### src/verilog/zynq_bridge_pkg.sv
`default_nettype none

package zynq_bridge_pkg;

   ////////////////////////////////////////
   // widths
   ////////////////////////////////////////
   typedef logic [9:0]  gp0_addr_t;
   typedef logic [31:0] word_t;
   typedef logic [31:0] dram_addr_t;
   typedef logic [0:0]  req_type_t;

   // request kinds
   localparam req_type_t REQ_WRITE = 1'b0;
   localparam req_type_t REQ_READ  = 1'b1;

   // axi response codes
   localparam logic [1:0] RESP_OKAY   = 2'b00;
   localparam logic [1:0] RESP_SLVERR = 2'b10;

   ////////////////////////////////////////
   // gp0 register map
   ////////////////////////////////////////
   localparam gp0_addr_t REG_BASE     = 10'h000;
   localparam gp0_addr_t REG_REQ_TYPE = 10'h004;
   localparam gp0_addr_t REG_REQ_ADDR = 10'h008;
   // pushing data completes a request
   localparam gp0_addr_t REG_REQ_DATA = 10'h00C;
   localparam gp0_addr_t REG_RESP     = 10'h010;
   localparam gp0_addr_t REG_STATUS   = 10'h014;

   typedef enum logic [1:0] {
      ISSUE_IDLE,
      ISSUE_WRITE_ADDR_DATA,
      ISSUE_READ_ADDR,
      ISSUE_WAIT_RESP
   } issue_state_e;

endpackage

`default_nettype wire
### src/verilog/top_zynq.sv
`timescale 1ns/1ps
`default_nettype none

module top_zynq
   import zynq_bridge_pkg::*;
#(
   parameter int REQ_FIFO_DEPTH  = 4,
   parameter int RESP_FIFO_DEPTH = 4
) (
   input  logic       aclk_i,
   input  logic       rst_n_i,

   // gp0 slave from the host
   input  gp0_addr_t  gp0_awaddr_i,
   input  logic       gp0_awvalid_i,
   output logic       gp0_awready_o,
   input  word_t      gp0_wdata_i,
   input  logic       gp0_wvalid_i,
   output logic       gp0_wready_o,
   output logic [1:0] gp0_bresp_o,
   output logic       gp0_bvalid_o,
   input  logic       gp0_bready_i,
   input  gp0_addr_t  gp0_araddr_i,
   input  logic       gp0_arvalid_i,
   output logic       gp0_arready_o,
   output word_t      gp0_rdata_o,
   output logic [1:0] gp0_rresp_o,
   output logic       gp0_rvalid_o,
   input  logic       gp0_rready_i,

   // hp0 master to dram
   output dram_addr_t hp0_awaddr_o,
   output logic       hp0_awvalid_o,
   input  logic       hp0_awready_i,
   output word_t      hp0_wdata_o,
   output logic       hp0_wvalid_o,
   input  logic       hp0_wready_i,
   input  logic [1:0] hp0_bresp_i,
   input  logic       hp0_bvalid_i,
   output logic       hp0_bready_o,
   output dram_addr_t hp0_araddr_o,
   output logic       hp0_arvalid_o,
   input  logic       hp0_arready_i,
   input  word_t      hp0_rdata_i,
   input  logic [1:0] hp0_rresp_i,
   input  logic       hp0_rvalid_i,
   output logic       hp0_rready_o
);

   logic       req_v;
   req_type_t  req_type;
   dram_addr_t req_addr;
   word_t      req_data;
   dram_addr_t base;
   logic       req_yumi;
   logic       resp_done;
   logic       resp_v;
   word_t      resp_data;
   logic [3:0] resp_count;
   logic       resp_pop;

   zynq_pl_shell #(
      .REQ_FIFO_DEPTH (REQ_FIFO_DEPTH)
   ) i_shell (
      .aclk_i        (aclk_i),
      .rst_n_i       (rst_n_i),
      .gp0_awaddr_i  (gp0_awaddr_i),
      .gp0_awvalid_i (gp0_awvalid_i),
      .gp0_awready_o (gp0_awready_o),
      .gp0_wdata_i   (gp0_wdata_i),
      .gp0_wvalid_i  (gp0_wvalid_i),
      .gp0_wready_o  (gp0_wready_o),
      .gp0_bresp_o   (gp0_bresp_o),
      .gp0_bvalid_o  (gp0_bvalid_o),
      .gp0_bready_i  (gp0_bready_i),
      .gp0_araddr_i  (gp0_araddr_i),
      .gp0_arvalid_i (gp0_arvalid_i),
      .gp0_arready_o (gp0_arready_o),
      .gp0_rdata_o   (gp0_rdata_o),
      .gp0_rresp_o   (gp0_rresp_o),
      .gp0_rvalid_o  (gp0_rvalid_o),
      .gp0_rready_i  (gp0_rready_i),
      .req_v_o       (req_v),
      .req_type_o    (req_type),
      .req_addr_o    (req_addr),
      .req_data_o    (req_data),
      .req_yumi_i    (req_yumi),
      .base_o        (base),
      .resp_v_i      (resp_v),
      .resp_data_i   (resp_data),
      .resp_count_i  (resp_count),
      .resp_pop_o    (resp_pop)
   );

   dram_req_issue i_issue (
      .aclk_i        (aclk_i),
      .rst_n_i       (rst_n_i),
      .req_v_i       (req_v),
      .req_type_i    (req_type),
      .req_addr_i    (req_addr),
      .req_data_i    (req_data),
      .base_i        (base),
      .req_yumi_o    (req_yumi),
      .hp0_awaddr_o  (hp0_awaddr_o),
      .hp0_awvalid_o (hp0_awvalid_o),
      .hp0_awready_i (hp0_awready_i),
      .hp0_wdata_o   (hp0_wdata_o),
      .hp0_wvalid_o  (hp0_wvalid_o),
      .hp0_wready_i  (hp0_wready_i),
      .hp0_araddr_o  (hp0_araddr_o),
      .hp0_arvalid_o (hp0_arvalid_o),
      .hp0_arready_i (hp0_arready_i),
      .resp_done_i   (resp_done)
   );

   dram_resp_queue #(
      .RESP_FIFO_DEPTH (RESP_FIFO_DEPTH)
   ) i_resp (
      .aclk_i        (aclk_i),
      .rst_n_i       (rst_n_i),
      .hp0_bresp_i   (hp0_bresp_i),
      .hp0_bvalid_i  (hp0_bvalid_i),
      .hp0_bready_o  (hp0_bready_o),
      .hp0_rdata_i   (hp0_rdata_i),
      .hp0_rresp_i   (hp0_rresp_i),
      .hp0_rvalid_i  (hp0_rvalid_i),
      .hp0_rready_o  (hp0_rready_o),
      .resp_done_o   (resp_done),
      .resp_v_o      (resp_v),
      .resp_data_o   (resp_data),
      .resp_count_o  (resp_count),
      .resp_pop_i    (resp_pop)
   );

endmodule

`default_nettype wire

### src/verilog/dram_resp_queue.sv
`timescale 1ns/1ps
`default_nettype none

module dram_resp_queue
   import zynq_bridge_pkg::*;
#(
   parameter int RESP_FIFO_DEPTH = 4
) (
   input  logic       aclk_i,
   input  logic       rst_n_i,

   input  logic [1:0] hp0_bresp_i,
   input  logic       hp0_bvalid_i,
   output logic       hp0_bready_o,
   input  word_t      hp0_rdata_i,
   input  logic [1:0] hp0_rresp_i,
   input  logic       hp0_rvalid_i,
   output logic       hp0_rready_o,

   output logic       resp_done_o,
   output logic       resp_v_o,
   output word_t      resp_data_o,
   output logic [3:0] resp_count_o,
   input  logic       resp_pop_i
);

   localparam int PTR_W = $clog2(RESP_FIFO_DEPTH);
   localparam int CNT_W = PTR_W + 1;

   word_t            mem [RESP_FIFO_DEPTH];
   logic [PTR_W-1:0] wr_ptr;
   logic [PTR_W-1:0] rd_ptr;
   logic [CNT_W-1:0] cnt;
   logic             room;
   logic             push;
   word_t            push_data;

   assign room = (cnt != CNT_W'(RESP_FIFO_DEPTH));
   assign push = room & (hp0_bvalid_i | hp0_rvalid_i);

   // read data as is, write status zero-extended
   assign push_data = hp0_rvalid_i ? hp0_rdata_i : word_t'(hp0_bresp_i);

   always_ff @(posedge aclk_i) begin
      if (push) begin
         mem[wr_ptr] <= push_data;
      end
   end

   always_ff @(posedge aclk_i or negedge rst_n_i) begin
      if (!rst_n_i) begin
         wr_ptr <= '0;
         rd_ptr <= '0;
         cnt    <= '0;
      end else begin
         if (push) begin
            wr_ptr <= wr_ptr + 1'b1;
         end
         if (resp_pop_i) begin
            rd_ptr <= rd_ptr + 1'b1;
         end
         cnt <= cnt + CNT_W'(push) - CNT_W'(resp_pop_i);
      end
   end

   assign hp0_bready_o = room;
   assign hp0_rready_o = room;
   assign resp_done_o  = push;
   assign resp_v_o     = (cnt != '0);
   assign resp_data_o  = mem[rd_ptr];
   assign resp_count_o = 4'(cnt);

   a_no_empty_pop: assert property (@(posedge aclk_i) disable iff (!rst_n_i)
      resp_pop_i |-> resp_v_o);
   // read errors from dram are not reported to the host
   a_rresp_okay: assert property (@(posedge aclk_i) disable iff (!rst_n_i)
      hp0_rvalid_i && hp0_rready_o |-> hp0_rresp_i == RESP_OKAY);

endmodule

`default_nettype wire

### src/verilog/dram_req_issue.sv
`timescale 1ns/1ps
`default_nettype none

module dram_req_issue
   import zynq_bridge_pkg::*;
(
   input  logic       aclk_i,
   input  logic       rst_n_i,

   input  logic       req_v_i,
   input  req_type_t  req_type_i,
   input  dram_addr_t req_addr_i,
   input  word_t      req_data_i,
   input  dram_addr_t base_i,
   output logic       req_yumi_o,

   output dram_addr_t hp0_awaddr_o,
   output logic       hp0_awvalid_o,
   input  logic       hp0_awready_i,
   output word_t      hp0_wdata_o,
   output logic       hp0_wvalid_o,
   input  logic       hp0_wready_i,
   output dram_addr_t hp0_araddr_o,
   output logic       hp0_arvalid_o,
   input  logic       hp0_arready_i,

   input  logic       resp_done_i
);

   issue_state_e state_r;
   dram_addr_t   addr_r;
   word_t        data_r;
   logic         awvalid_r;
   logic         wvalid_r;
   logic         arvalid_r;
   logic         aw_done;
   logic         w_done;

   // take the fifo heads as we leave idle
   assign req_yumi_o = (state_r == ISSUE_IDLE) & req_v_i;

   // channel finished or finishing this cycle
   assign aw_done = ~awvalid_r | hp0_awready_i;
   assign w_done  = ~wvalid_r | hp0_wready_i;

   always_ff @(posedge aclk_i or negedge rst_n_i) begin
      if (!rst_n_i) begin
         state_r   <= ISSUE_IDLE;
         awvalid_r <= 1'b0;
         wvalid_r  <= 1'b0;
         arvalid_r <= 1'b0;
      end else begin
         case (state_r)
            ISSUE_IDLE: begin
               if (req_v_i) begin
                  if (req_type_i == REQ_WRITE) begin
                     awvalid_r <= 1'b1;
                     wvalid_r  <= 1'b1;
                     state_r   <= ISSUE_WRITE_ADDR_DATA;
                  end else begin
                     arvalid_r <= 1'b1;
                     state_r   <= ISSUE_READ_ADDR;
                  end
               end
            end
            ISSUE_WRITE_ADDR_DATA: begin
               // aw and w may complete in either order
               if (hp0_awready_i) begin
                  awvalid_r <= 1'b0;
               end
               if (hp0_wready_i) begin
                  wvalid_r <= 1'b0;
               end
               if (aw_done && w_done) begin
                  state_r <= ISSUE_WAIT_RESP;
               end
            end
            ISSUE_READ_ADDR: begin
               if (hp0_arready_i) begin
                  arvalid_r <= 1'b0;
                  state_r   <= ISSUE_WAIT_RESP;
               end
            end
            ISSUE_WAIT_RESP: begin
               if (resp_done_i) begin
                  state_r <= ISSUE_IDLE;
               end
            end
            default: state_r <= ISSUE_IDLE;
         endcase
      end
   end

   always_ff @(posedge aclk_i) begin
      if (req_yumi_o) begin
         addr_r <= base_i + req_addr_i;
         data_r <= req_data_i;
      end
   end

   assign hp0_awaddr_o  = addr_r;
   assign hp0_awvalid_o = awvalid_r;
   assign hp0_wdata_o   = data_r;
   assign hp0_wvalid_o  = wvalid_r;
   assign hp0_araddr_o  = addr_r;
   assign hp0_arvalid_o = arvalid_r;

   ////////////////////////////////////////
   // hp0 protocol checks
   ////////////////////////////////////////
   a_aw_hold: assert property (@(posedge aclk_i) disable iff (!rst_n_i)
      hp0_awvalid_o && !hp0_awready_i |=> hp0_awvalid_o && $stable(hp0_awaddr_o));
   a_w_hold: assert property (@(posedge aclk_i) disable iff (!rst_n_i)
      hp0_wvalid_o && !hp0_wready_i |=> hp0_wvalid_o && $stable(hp0_wdata_o));
   a_ar_hold: assert property (@(posedge aclk_i) disable iff (!rst_n_i)
      hp0_arvalid_o && !hp0_arready_i |=> hp0_arvalid_o && $stable(hp0_araddr_o));
   a_aw_ar_excl: assert property (@(posedge aclk_i) disable iff (!rst_n_i)
      !(hp0_awvalid_o && hp0_arvalid_o));

endmodule

`default_nettype wire

### src/verilog/zynq_pl_shell.sv
`timescale 1ns/1ps
`default_nettype none

module zynq_pl_shell
   import zynq_bridge_pkg::*;
#(
   parameter int REQ_FIFO_DEPTH = 4
) (
   input  logic       aclk_i,
   input  logic       rst_n_i,

   input  gp0_addr_t  gp0_awaddr_i,
   input  logic       gp0_awvalid_i,
   output logic       gp0_awready_o,
   input  word_t      gp0_wdata_i,
   input  logic       gp0_wvalid_i,
   output logic       gp0_wready_o,
   output logic [1:0] gp0_bresp_o,
   output logic       gp0_bvalid_o,
   input  logic       gp0_bready_i,
   input  gp0_addr_t  gp0_araddr_i,
   input  logic       gp0_arvalid_i,
   output logic       gp0_arready_o,
   output word_t      gp0_rdata_o,
   output logic [1:0] gp0_rresp_o,
   output logic       gp0_rvalid_o,
   input  logic       gp0_rready_i,

   output logic       req_v_o,
   output req_type_t  req_type_o,
   output dram_addr_t req_addr_o,
   output word_t      req_data_o,
   input  logic       req_yumi_i,
   output dram_addr_t base_o,

   input  logic       resp_v_i,
   input  word_t      resp_data_i,
   input  logic [3:0] resp_count_i,
   output logic       resp_pop_o
);

   localparam int PTR_W     = $clog2(REQ_FIFO_DEPTH);
   localparam int CNT_W     = PTR_W + 1;
   localparam int NUM_FIFOS = 3;
   localparam int FIFO_TYPE = 0;
   localparam int FIFO_ADDR = 1;
   localparam int FIFO_DATA = 2;

   logic                 awready_r;
   logic                 bvalid_r;
   logic [1:0]           bresp_r;
   logic                 arready_r;
   logic                 rvalid_r;
   word_t                rdata_r;
   word_t                rd_mux;
   dram_addr_t           base_r;
   logic                 wr_en;
   logic                 rd_en;
   logic [NUM_FIFOS-1:0] wr_sel;
   logic [NUM_FIFOS-1:0] fifo_push;
   logic [NUM_FIFOS-1:0] fifo_full;
   logic [NUM_FIFOS-1:0] fifo_empty;

   word_t                fifo_mem [NUM_FIFOS][REQ_FIFO_DEPTH];
   logic [PTR_W-1:0]     wr_ptr [NUM_FIFOS];
   logic [CNT_W-1:0]     fifo_cnt [NUM_FIFOS];
   // all three pop together so one read pointer serves them
   logic [PTR_W-1:0]     rd_ptr;

   ////////////////////////////////////////
   // gp0 write side
   ////////////////////////////////////////
   assign wr_en = awready_r & gp0_awvalid_i & gp0_wvalid_i;

   always_ff @(posedge aclk_i or negedge rst_n_i) begin
      if (!rst_n_i) begin
         awready_r <= 1'b0;
         bvalid_r  <= 1'b0;
         bresp_r   <= RESP_OKAY;
      end else begin
         // aw and w taken together, one transfer at a time
         awready_r <= gp0_awvalid_i & gp0_wvalid_i & ~awready_r & ~bvalid_r;
         if (wr_en) begin
            bvalid_r <= 1'b1;
            bresp_r  <= (|(wr_sel & fifo_full)) ? RESP_SLVERR : RESP_OKAY;
         end else if (gp0_bready_i) begin
            bvalid_r <= 1'b0;
         end
      end
   end

   always_ff @(posedge aclk_i or negedge rst_n_i) begin
      if (!rst_n_i) begin
         base_r <= '0;
      end else if (wr_en && gp0_awaddr_i == REG_BASE) begin
         base_r <= gp0_wdata_i;
      end
   end

   always_comb begin
      wr_sel = '0;
      case (gp0_awaddr_i)
         REG_REQ_TYPE: wr_sel[FIFO_TYPE] = 1'b1;
         REG_REQ_ADDR: wr_sel[FIFO_ADDR] = 1'b1;
         REG_REQ_DATA: wr_sel[FIFO_DATA] = 1'b1;
         default:      wr_sel = '0;
      endcase
   end

   // write to a full fifo is dropped
   assign fifo_push = {NUM_FIFOS{wr_en}} & wr_sel & ~fifo_full;

   ////////////////////////////////////////
   // request fifos
   ////////////////////////////////////////
   always_ff @(posedge aclk_i) begin
      for (int i = 0; i < NUM_FIFOS; i++) begin
         if (fifo_push[i]) begin
            fifo_mem[i][wr_ptr[i]] <= gp0_wdata_i;
         end
      end
   end

   always_ff @(posedge aclk_i or negedge rst_n_i) begin
      if (!rst_n_i) begin
         rd_ptr <= '0;
         for (int i = 0; i < NUM_FIFOS; i++) begin
            wr_ptr[i]   <= '0;
            fifo_cnt[i] <= '0;
         end
      end else begin
         if (req_yumi_i) begin
            rd_ptr <= rd_ptr + 1'b1;
         end
         for (int i = 0; i < NUM_FIFOS; i++) begin
            if (fifo_push[i]) begin
               wr_ptr[i] <= wr_ptr[i] + 1'b1;
            end
            fifo_cnt[i] <= fifo_cnt[i] + CNT_W'(fifo_push[i]) - CNT_W'(req_yumi_i);
         end
      end
   end

   for (genvar g = 0; g < NUM_FIFOS; g++) begin : g_flags
      assign fifo_full[g]  = (fifo_cnt[g] == CNT_W'(REQ_FIFO_DEPTH));
      assign fifo_empty[g] = (fifo_cnt[g] == '0);

      // occupancy stays bounded across any mix of pushes and pops
      a_cnt_bound: assert property (@(posedge aclk_i) disable iff (!rst_n_i)
         fifo_cnt[g] <= CNT_W'(REQ_FIFO_DEPTH));
   end

   assign req_v_o    = ~|fifo_empty;
   assign req_type_o = req_type_t'(fifo_mem[FIFO_TYPE][rd_ptr][0]);
   assign req_addr_o = fifo_mem[FIFO_ADDR][rd_ptr];
   assign req_data_o = fifo_mem[FIFO_DATA][rd_ptr];
   assign base_o     = base_r;

   ////////////////////////////////////////
   // gp0 read side
   ////////////////////////////////////////
   assign rd_en      = arready_r & gp0_arvalid_i;
   assign resp_pop_o = rd_en & (gp0_araddr_i == REG_RESP) & resp_v_i;

   always_comb begin
      case (gp0_araddr_i)
         REG_BASE:   rd_mux = base_r;
         // empty queue reads as zero
         REG_RESP:   rd_mux = resp_v_i ? resp_data_i : '0;
         REG_STATUS: rd_mux = {24'b0, resp_count_i, 3'b0, resp_v_i};
         default:    rd_mux = '0;
      endcase
   end

   always_ff @(posedge aclk_i or negedge rst_n_i) begin
      if (!rst_n_i) begin
         arready_r <= 1'b0;
         rvalid_r  <= 1'b0;
      end else begin
         arready_r <= gp0_arvalid_i & ~arready_r & ~rvalid_r;
         if (rd_en) begin
            rvalid_r <= 1'b1;
         end else if (gp0_rready_i) begin
            rvalid_r <= 1'b0;
         end
      end
   end

   always_ff @(posedge aclk_i) begin
      if (rd_en) begin
         rdata_r <= rd_mux;
      end
   end

   assign gp0_awready_o = awready_r;
   assign gp0_wready_o  = awready_r;
   assign gp0_bvalid_o  = bvalid_r;
   assign gp0_bresp_o   = bresp_r;
   assign gp0_arready_o = arready_r;
   assign gp0_rvalid_o  = rvalid_r;
   assign gp0_rdata_o   = rdata_r;
   assign gp0_rresp_o   = RESP_OKAY;

   // issuer only takes a request the shell offers
   a_yumi_v: assert property (@(posedge aclk_i) disable iff (!rst_n_i)
      req_yumi_i |-> req_v_o);

endmodule

`default_nettype wire

### config.mk
export PLATFORM = sky130hd
export DESIGN_NAME = top_zynq
export DESIGN_NICKNAME = d
export VERILOG_FILES = /design/src/verilog/zynq_bridge_pkg.sv /design/src/verilog/top_zynq.sv /design/src/verilog/dram_resp_queue.sv /design/src/verilog/dram_req_issue.sv /design/src/verilog/zynq_pl_shell.sv
export SDC_FILE = /design/constraint.sdc
export NUM_CORES = 1
export LEC_CHECK = 0
export BUFFER_PORTS_ARGS = -buffer_cell sky130_fd_sc_hd__buf_4
export CORE_MARGIN = 8
export CORE_UTILIZATION = 30
export DETAILED_ROUTE_END_ITERATION = 12
export PLACE_DENSITY_LB_ADDON = 0.3
export SLEW_MARGIN = 0
export SYNTH_ARGS = -nofsm -noshare
export SYNTH_HDL_FRONTEND = slang
export SYNTH_SLANG_ARGS = --single-unit
### constraint.sdc
create_clock -name aclk_i -period 4.6 [get_ports aclk_i]
set_input_delay 0.92 -clock aclk_i [delete_from_list [all_inputs] [get_ports aclk_i]]
set_output_delay 0.92 -clock aclk_i [all_outputs]
set_load 0.05 [all_outputs]
==> results of run 1 <==
## worst max path at each step
stage          slack, ns               from  cells past startpoint                       end
2_1_floorplan       0.29  i_shell.rd_ptr[0]                     14  i_issue.hp0_araddr_o[30]
3_3_place_gp        0.51  i_shell.rd_ptr[0]                     11  i_issue.hp0_araddr_o[28]
3_5_place_dp        0.45  i_shell.rd_ptr[0]                     11  i_issue.hp0_araddr_o[28]
4_1_cts             0.43  i_shell.rd_ptr[0]                     11  i_issue.hp0_araddr_o[28]
5_1_grt             0.24  i_shell.rd_ptr[0]                     11  i_issue.hp0_araddr_o[28]
6_report            0.44  i_shell.rd_ptr[0]                     11  i_issue.hp0_araddr_o[28]
## critical path, stage by stage, from the launching register on
cell      delay (ns)
dfrtp_4         0.58
mux4_2          0.54
ha_1            0.23
fa_1            0.43
a21o_1          0.21
a221oi_2        0.38
o21bai_1        0.19
a221oi_1        0.52
nor3_1          0.18
a31o_2          0.31
mux2i_1         0.13
a311oi_1        0.27
## placed cells by master, fill, tap and decap left out, types with 5 or more instances in the layout
master	Yosys	routed
o21ai_0	26	26
nor2_1	31	30
a21oi_1	29	29
clkbuf_16	0	60
edfxtp_1	484	484
clkinv_1	0	9
nor3_1	10	9
nand3_1	9	9
xnor2_1	30	30
mux4_2	97	97
ha_1	59	59
mux2_2	34	34
nand2_1	42	42
o21bai_1	5	5
xor2_1	14	14
buf_4	37	262
clkinv_2	0	11
dfrtp_1	66	62
and3_1	7	7
clkbuf_1	29	14
a22o_1	28	28
inv_1	43	42
and2_1	49	45
fa_1	5	5
bufinv_16	0	5
a21o_1	23	23
## metrics by stage
step	setup WS (ns)	hold slack (ns)	instance area, um^2	util [%]	std cells
finish	0.4435	0.3767	27250	36.60	2500
global route	0.2366	0.3946	27240	36.58	2496
CTS	0.4320	0.3782	27240	36.58	2496
detailed placement	0.4485	0.4513	25320	34.01	2385
global placement	0.5085	0.4399	25320	34.01	2385
floorplan	0.2859	0.5001	22530	-	1233
## sequential cells by signal, indices dropped and copies added (netlist names), 3 cells and up
| signal | cells |
|---|---|
| i_shell.fifo_mem | 260 |
| i_resp.mem | 128 |
| i_issue.hp0_araddr_o | 32 |
| i_issue.hp0_wdata_o | 32 |
| i_shell.base_o | 32 |
| i_shell.gp0_rdata_o | 32 |
| i_shell.fifo_cnt | 9 |
| i_shell.wr_ptr | 6 |
| i_resp.cnt | 3 |
## power groups by stage
stage          clock network (mW)  registers (mW)  logic (mW)
3_3_place_gp                    0            6.87        5.08
6_report                     4.66            6.77        5.04
2_1_floorplan                   0            7.81        2.71
4_1_cts                      4.81            6.80        5.16
5_1_grt                      5.00            6.86        5.42
3_5_place_dp                    0            6.90        5.16
## metal layers
| metal | track usage, % | routed length (um) | up-vias |
|---|---|---|---|
| li1 | - | - | 5300 |
| met1 | 16.47 | 23970 | 6068 |
| met2 | 21.59 | 26890 | 259 |
| met3 | 3.261 | 3065 | 69 |
| met4 | 2.808 | 947 | 2 |
| met5 | 0 | 12 | - |
## logic make-up (layout without fill, tap and decap cells)
family	after synthesis	after routing
AOI/OAI and AO/OA	150	150
xor gates and xnor gates	44	44
and+or+nand+nor	167	167
buffers and inverters	123	417
adders and majority gates	64	64
DFF	550	550
other	1	7
muxes	132	132
## cell type report
type | instances | area (um^2)
Clock inverter | 33 | 311.5
Timing Repair Buffer | 263 | 1987
Antenna cell | 4 | 10.01
Clock buffer | 78 | 1609
Sequential cell | 550 | 16190
Multi-Input combinational cell | 560 | 5762
Inverter | 43 | 161.4
Tap cell | 969 | 1212
Fill cell | 6984 | 47200
==> qor.txt, run 1 <==
status: complete, no violations
XOR/XNOR Fraction of Synth Area: 1.711%
CTS Hold Bufs: 0
Die H: 290.0 um
critical path data required time: 5.03 ns
antenna violations before repair: 6
Detail Placement HPWL: 36,970 um
maximum VDD drop: 0.2765 mV
Comb power frac: 30.6%
syn_area_per_cell: 18.30 um^2
largest family of logic cells by synthesized area: multiplexers
FMAX: 240.6 MHz
Crit path arrival time: 4.58 ns
antenna viol nets, final: 0
post-CTS resize count: 0
Die Width: 290.0 um
post-synth top area share: 64.52%
Post-Synthesis Cells: 1,231
Synth cell types: 57
die area: 84,110 um^2
Max-slew headroom: 37.87%
CTS buffer count: 59
R2R setup slack: 0.44 ns
Seq pwr share: 41.1%
clk buf depth: 3
clock power share: 28.3%
clock skew: 0.02024 ns
wire per inst: 21.95 um
CTS tree: yes
Least-Margin Pin Slew: 0.9320 ns
top post-synthesis cells by area: edfxtp_1, mux4_2, dfrtp_1
row cnt: 100
gr ovfl total: 0
cell accounting for the most synthesized area: edfxtp_1
RR Endpoint: i_issue.hp0_araddr_o[28]
RSZ-0062 raised after global routing: false
Post-synth ARST share: 12.00%
critical path peak fanout: 13
Max-Cap Viols: 0
critical path type: reg2reg
Final setup viols: 0
GPL Wtd Cong: 0.8143
Starting Density: 30.26%
Post-Syn Area: 22,530 um^2
total power: 16.47 mW
mux cell area share after synthesis: 11.44%
largest net degree at the start of global routing: 45
final-report hold violation count: 0
final routed DRC violation total: 0
Post-synth top cells: edfxtp_1, mux4_2, dfrtp_1, ha_1, and2_1
global-route usage over all layers: 12.77%
switching share of power: 34.19%
1st-iter DRT viols: 700
CP Launch Type: register
share of layout cells above drive strength 1: 32.81%
area grow syn2layout: 20.96%
post-route minimum period: 4.156 ns
Ys Warns: 0
EDFF count, synth: 484
Seq/Total Area, Yosys: 71.85%
PD cells: 604.6 nW/um^2
Clock transition at path regs: 0.06 ns
period utilisation layout: 90.36%
Worst R2R Start: i_shell.rd_ptr[0]
clk sinks: 550
P_leak: 10.08 nW
internal power: 10.84 mW
Simple-Gate Fraction of Synth Area: 3.783%
via count: 11.70k
total routed wirelength: 54,880 um
clk root buf: clkbuf_16
Vias/cell: 4.679
clk_lat worst skew: 0.61 ns
# nets final: 1,641
Adder-Cell Fraction of Synth Area: 3.722%
R2R cell count: 11
worst min path class: in2async
main flop type after synthesis: edfxtp_1
max-slew violation count: 0
core box area: 74,450 um^2
Yosys reg bits: 550
most common cell in the netlist: edfxtp_1
first-pass GRT wire length: 81,270 um
Pre-antenna DRT Iters: 4
# H-tree levels: 2
crit end category: register
I/O Pins: 242
net load switching power: 5.631 mW
IO buf count: 236
vias in the first global route: 12.32k
Compound-Gate Fraction of Synth Area: 4.788%
Setup Fix Bufs, Post-CTS: 0
final setup TNS: 0 ns
(Power assumes the default switching activity.)
==> inputs of run 2 (changes only) <==
==> constraint.sdc (replaced) <==
create_clock -name aclk_i -period 3.9 [get_ports aclk_i]
set_input_delay 0.78 -clock aclk_i [delete_from_list [all_inputs] [get_ports aclk_i]]
set_output_delay 0.78 -clock aclk_i [all_outputs]
set_load 0.1 [all_outputs]
==> run 2 against run 1 <==
  * Final cell count grew 0.80%
  * First-iteration DRC count increased by 29%
  * Register-to-register slack got worse by 0.32 ns
  * Global-route usage down 0.15 points
  * Clock skew grew 0.012 ns
  * Sequential share of layout area down 0.91 points
  * Core utilization is 0.57 points higher
  * Highest routed layer is now met4
  * Clock power up 29%
  * Maximum frequency grew 10%
==> qor.txt, run 2 (synthesized netlist as in run 1, its figures left out) <==
clk root buf: clkbuf_16 (unchanged)
antenna violations before repair: 4 (was 6)
IO buf count: 236 (unchanged)
CTS tree: yes (unchanged)
critical path data required time: 4.27 ns (was 5.03 ns)
critical path peak fanout: 6 (was 13)
clk buf depth: 3 (unchanged)
GPL Wtd Cong: 0.8327 (was 0.8143)
largest net degree at the start of global routing: 67 (was 45)
Detail Placement HPWL: 36,370 um (was 36,970 um)
Max-slew headroom: 35.91% (was 37.87%)
worst min path class: in2async (unchanged)
Inst Count DP: 2,404 (was 2,385)
CP Launch Type: register (unchanged)
row cnt: 100 (unchanged)
Max-Cap Viols: 0 (unchanged)
antenna viol nets, final: 0 (unchanged)
R2R cell count: 12 (was 11)
global-route usage over all layers: 12.61% (was 12.77%)
1st-iter DRT viols: 904 (was 700)
first-pass GRT wire length: 80,540 um (was 81,270 um)
wire per inst: 21.64 um (was 21.95 um)
fin cells: 2,520 (was 2,500)
Least-Margin Pin Slew: 0.9613 ns (was 0.9320 ns)
CTS Hold Bufs: 0 (unchanged)
max-slew violation count: 0 (unchanged)
I/O Pins: 242 (unchanged)
Starting Density: 30.26% (unchanged)
crit end category: register (unchanged)
Final setup viols: 0 (unchanged)
R2R setup slack: 0.12 ns (was 0.44 ns)
final routed DRC violation total: 0 (unchanged)
CTS buffer count: 58 (was 59)
die area: 84,110 um^2 (unchanged)
gr ovfl total: 0 (unchanged)
Pre-antenna DRT Iters: 5 (was 4)
clock skew: 0.03211 ns (was 0.02024 ns)
Vias/cell: 4.666 (was 4.679)
maximum VDD drop: 0.4924 mV (was 0.2765 mV)
post-route minimum period: 3.780 ns (was 4.156 ns)
area grow syn2layout: 22.83% (was 20.96%)
most common cell after layout, fill and taps aside: edfxtp_1 (unchanged)
status: complete, no violations (unchanged)
clk_lat worst skew: 0.62 ns (was 0.61 ns)
commonest non-fill, non-tap cells in the layout: edfxtp_1, buf_4, mux4_2, dfrtp_1 (was edfxtp_1, buf_4, mux4_2, dfrtp_1, clkbuf_16)
FILL cells: 6,845 (was 6,984)
Clock transition at path regs: 0.06 ns (about the same)
clk sinks: 550 (unchanged)
core box area: 74,450 um^2 (unchanged)
share of layout cells above drive strength 1: 34.20% (was 32.81%)
PD cells: 795.8 nW/um^2 (was 604.6 nW/um^2)
RSZ-0062 raised after global routing: true (was false)
via count: 11.76k (was 11.70k)
FMAX: 264.6 MHz (was 240.6 MHz)
final design utilization: 37.16% (was 36.60%)
total routed wirelength: 54,540 um (was 54,880 um)
Die H: 290.0 um (unchanged)
Die Width: 290.0 um (unchanged)
# H-tree levels: 2 (unchanged)
vias in the first global route: 12.45k (was 12.32k)
Worst R2R Start: i_shell.rd_ptr[0] (unchanged)
P_leak: 10.29 nW (was 10.08 nW)
# nets final: 1,661 (was 1,641)
max reg flops: 260 (unchanged)
period utilisation layout: 96.91% (was 90.36%)
final-report hold violation count: 0 (unchanged)
Crit path arrival time: 4.15 ns (was 4.58 ns)
RR Endpoint: i_issue.hp0_araddr_o[30] (was i_issue.hp0_araddr_o[28])
critical path type: reg2reg (unchanged)
## run 2: cell count changes in the layout (fill, tap and decap cells not counted), sizes merged
| cell | delta |
|---|---|
| buf | +21 |
| bufinv | +8 |
| clkbuf | -10 |
| clkinvlp | +1 |
## run 2: per-layer routing
| layer | wire length (um) | global-route usage, % | vias to the layer above |
|---|---|---|---|
| met1 | 24580 | 16.56 | 6081 |
| li1 | - | - | 5348 |
| met2 | 26120 | 20.95 | 251 |
| met4 | 1304 | 3.284 | 0 |
| met5 | 0 | 0 | - |
| met3 | 2537 | 2.947 | 78 |
## run 2: worst max-delay path, cell delays in order (launching register included)
cell	delay [ns]
dfrtp_4	0.49
mux4_2	0.52
ha_1	0.23
fa_1	0.42
a21o_1	0.21
a221oi_2	0.22
buf_4	0.16
o22a_1	0.19
a21oi_1	0.13
a221o_1	0.39
a21o_1	0.24
a211oi_2	0.23
xnor2_1	0.09
## run 2: cell type report
cell class | count | area, um^2 | area share (%)
clock inverters | 42 | 579.3 | 2.094
multi-input cells | 560 | 5767 | 20.84
repair buffers | 284 | 2215 | 8.004
inverters | 43 | 162.7 | 0.5879
clock buffers | 68 | 1530 | 5.531
flip-flops and latches | 550 | 16190 | 58.52
diodes | 4 | 10.01 | 0.03618
well taps | 969 | 1212 | 4.382
## run 2: per-stage QoR
step | setup TNS [ns] | instance area [um^2] | hold slack (ns) | setup WS, ns | power (mW)
4_1_cts | 0 | 27630 | 0.2597 | 0.06699 | 22.35
3_3_place_gp | 0 | 25520 | 0.4389 | 0.09607 | 16.12
2_1_floorplan | 0 | 22540 | 0.4844 | 0.01544 | 14.39
3_5_place_dp | 0 | 25520 | 0.4498 | 0.06150 | 16.27
6_report | 0 | 27670 | 0.2399 | 0.1204 | 22.02
5_1_grt | -0.01059 | 27660 | 0.2808 | -0.004551 | 22.92
## run 2: how the worst max path moves through the flow
stage / from / to / slack (ns) / cells past startpoint
6_report: i_shell.rd_ptr[0] / i_issue.hp0_araddr_o[30] / 0.12 / 12
3_3_place_gp: i_shell.rd_ptr[0] / i_issue.hp0_araddr_o[30] / 0.1 / 12
2_1_floorplan: i_shell.rd_ptr[0] / i_issue.hp0_araddr_o[30] / 0.02 / 14
4_1_cts: i_shell.rd_ptr[0] / i_issue.hp0_araddr_o[30] / 0.07 / 12
3_5_place_dp: i_shell.rd_ptr[0] / i_issue.hp0_araddr_o[30] / 0.06 / 12
5_1_grt: i_shell.rd_ptr[0] / i_issue.hp0_araddr_o[26] / -0.005 / 12
## run 2: where the power goes
group          total (mW)  switching, mW  internal, mW
sequential           7.97          0.402          7.57
clock                6.02           2.33          3.68
combinational        8.03           5.95          2.08
total                22.0           8.68          13.3
## run 2: what timing repair did
item / CTS / global route
setup buffers: 0 / 2
endpoints found under the setup margin: 0 / 6
resized for setup: 0 / 3
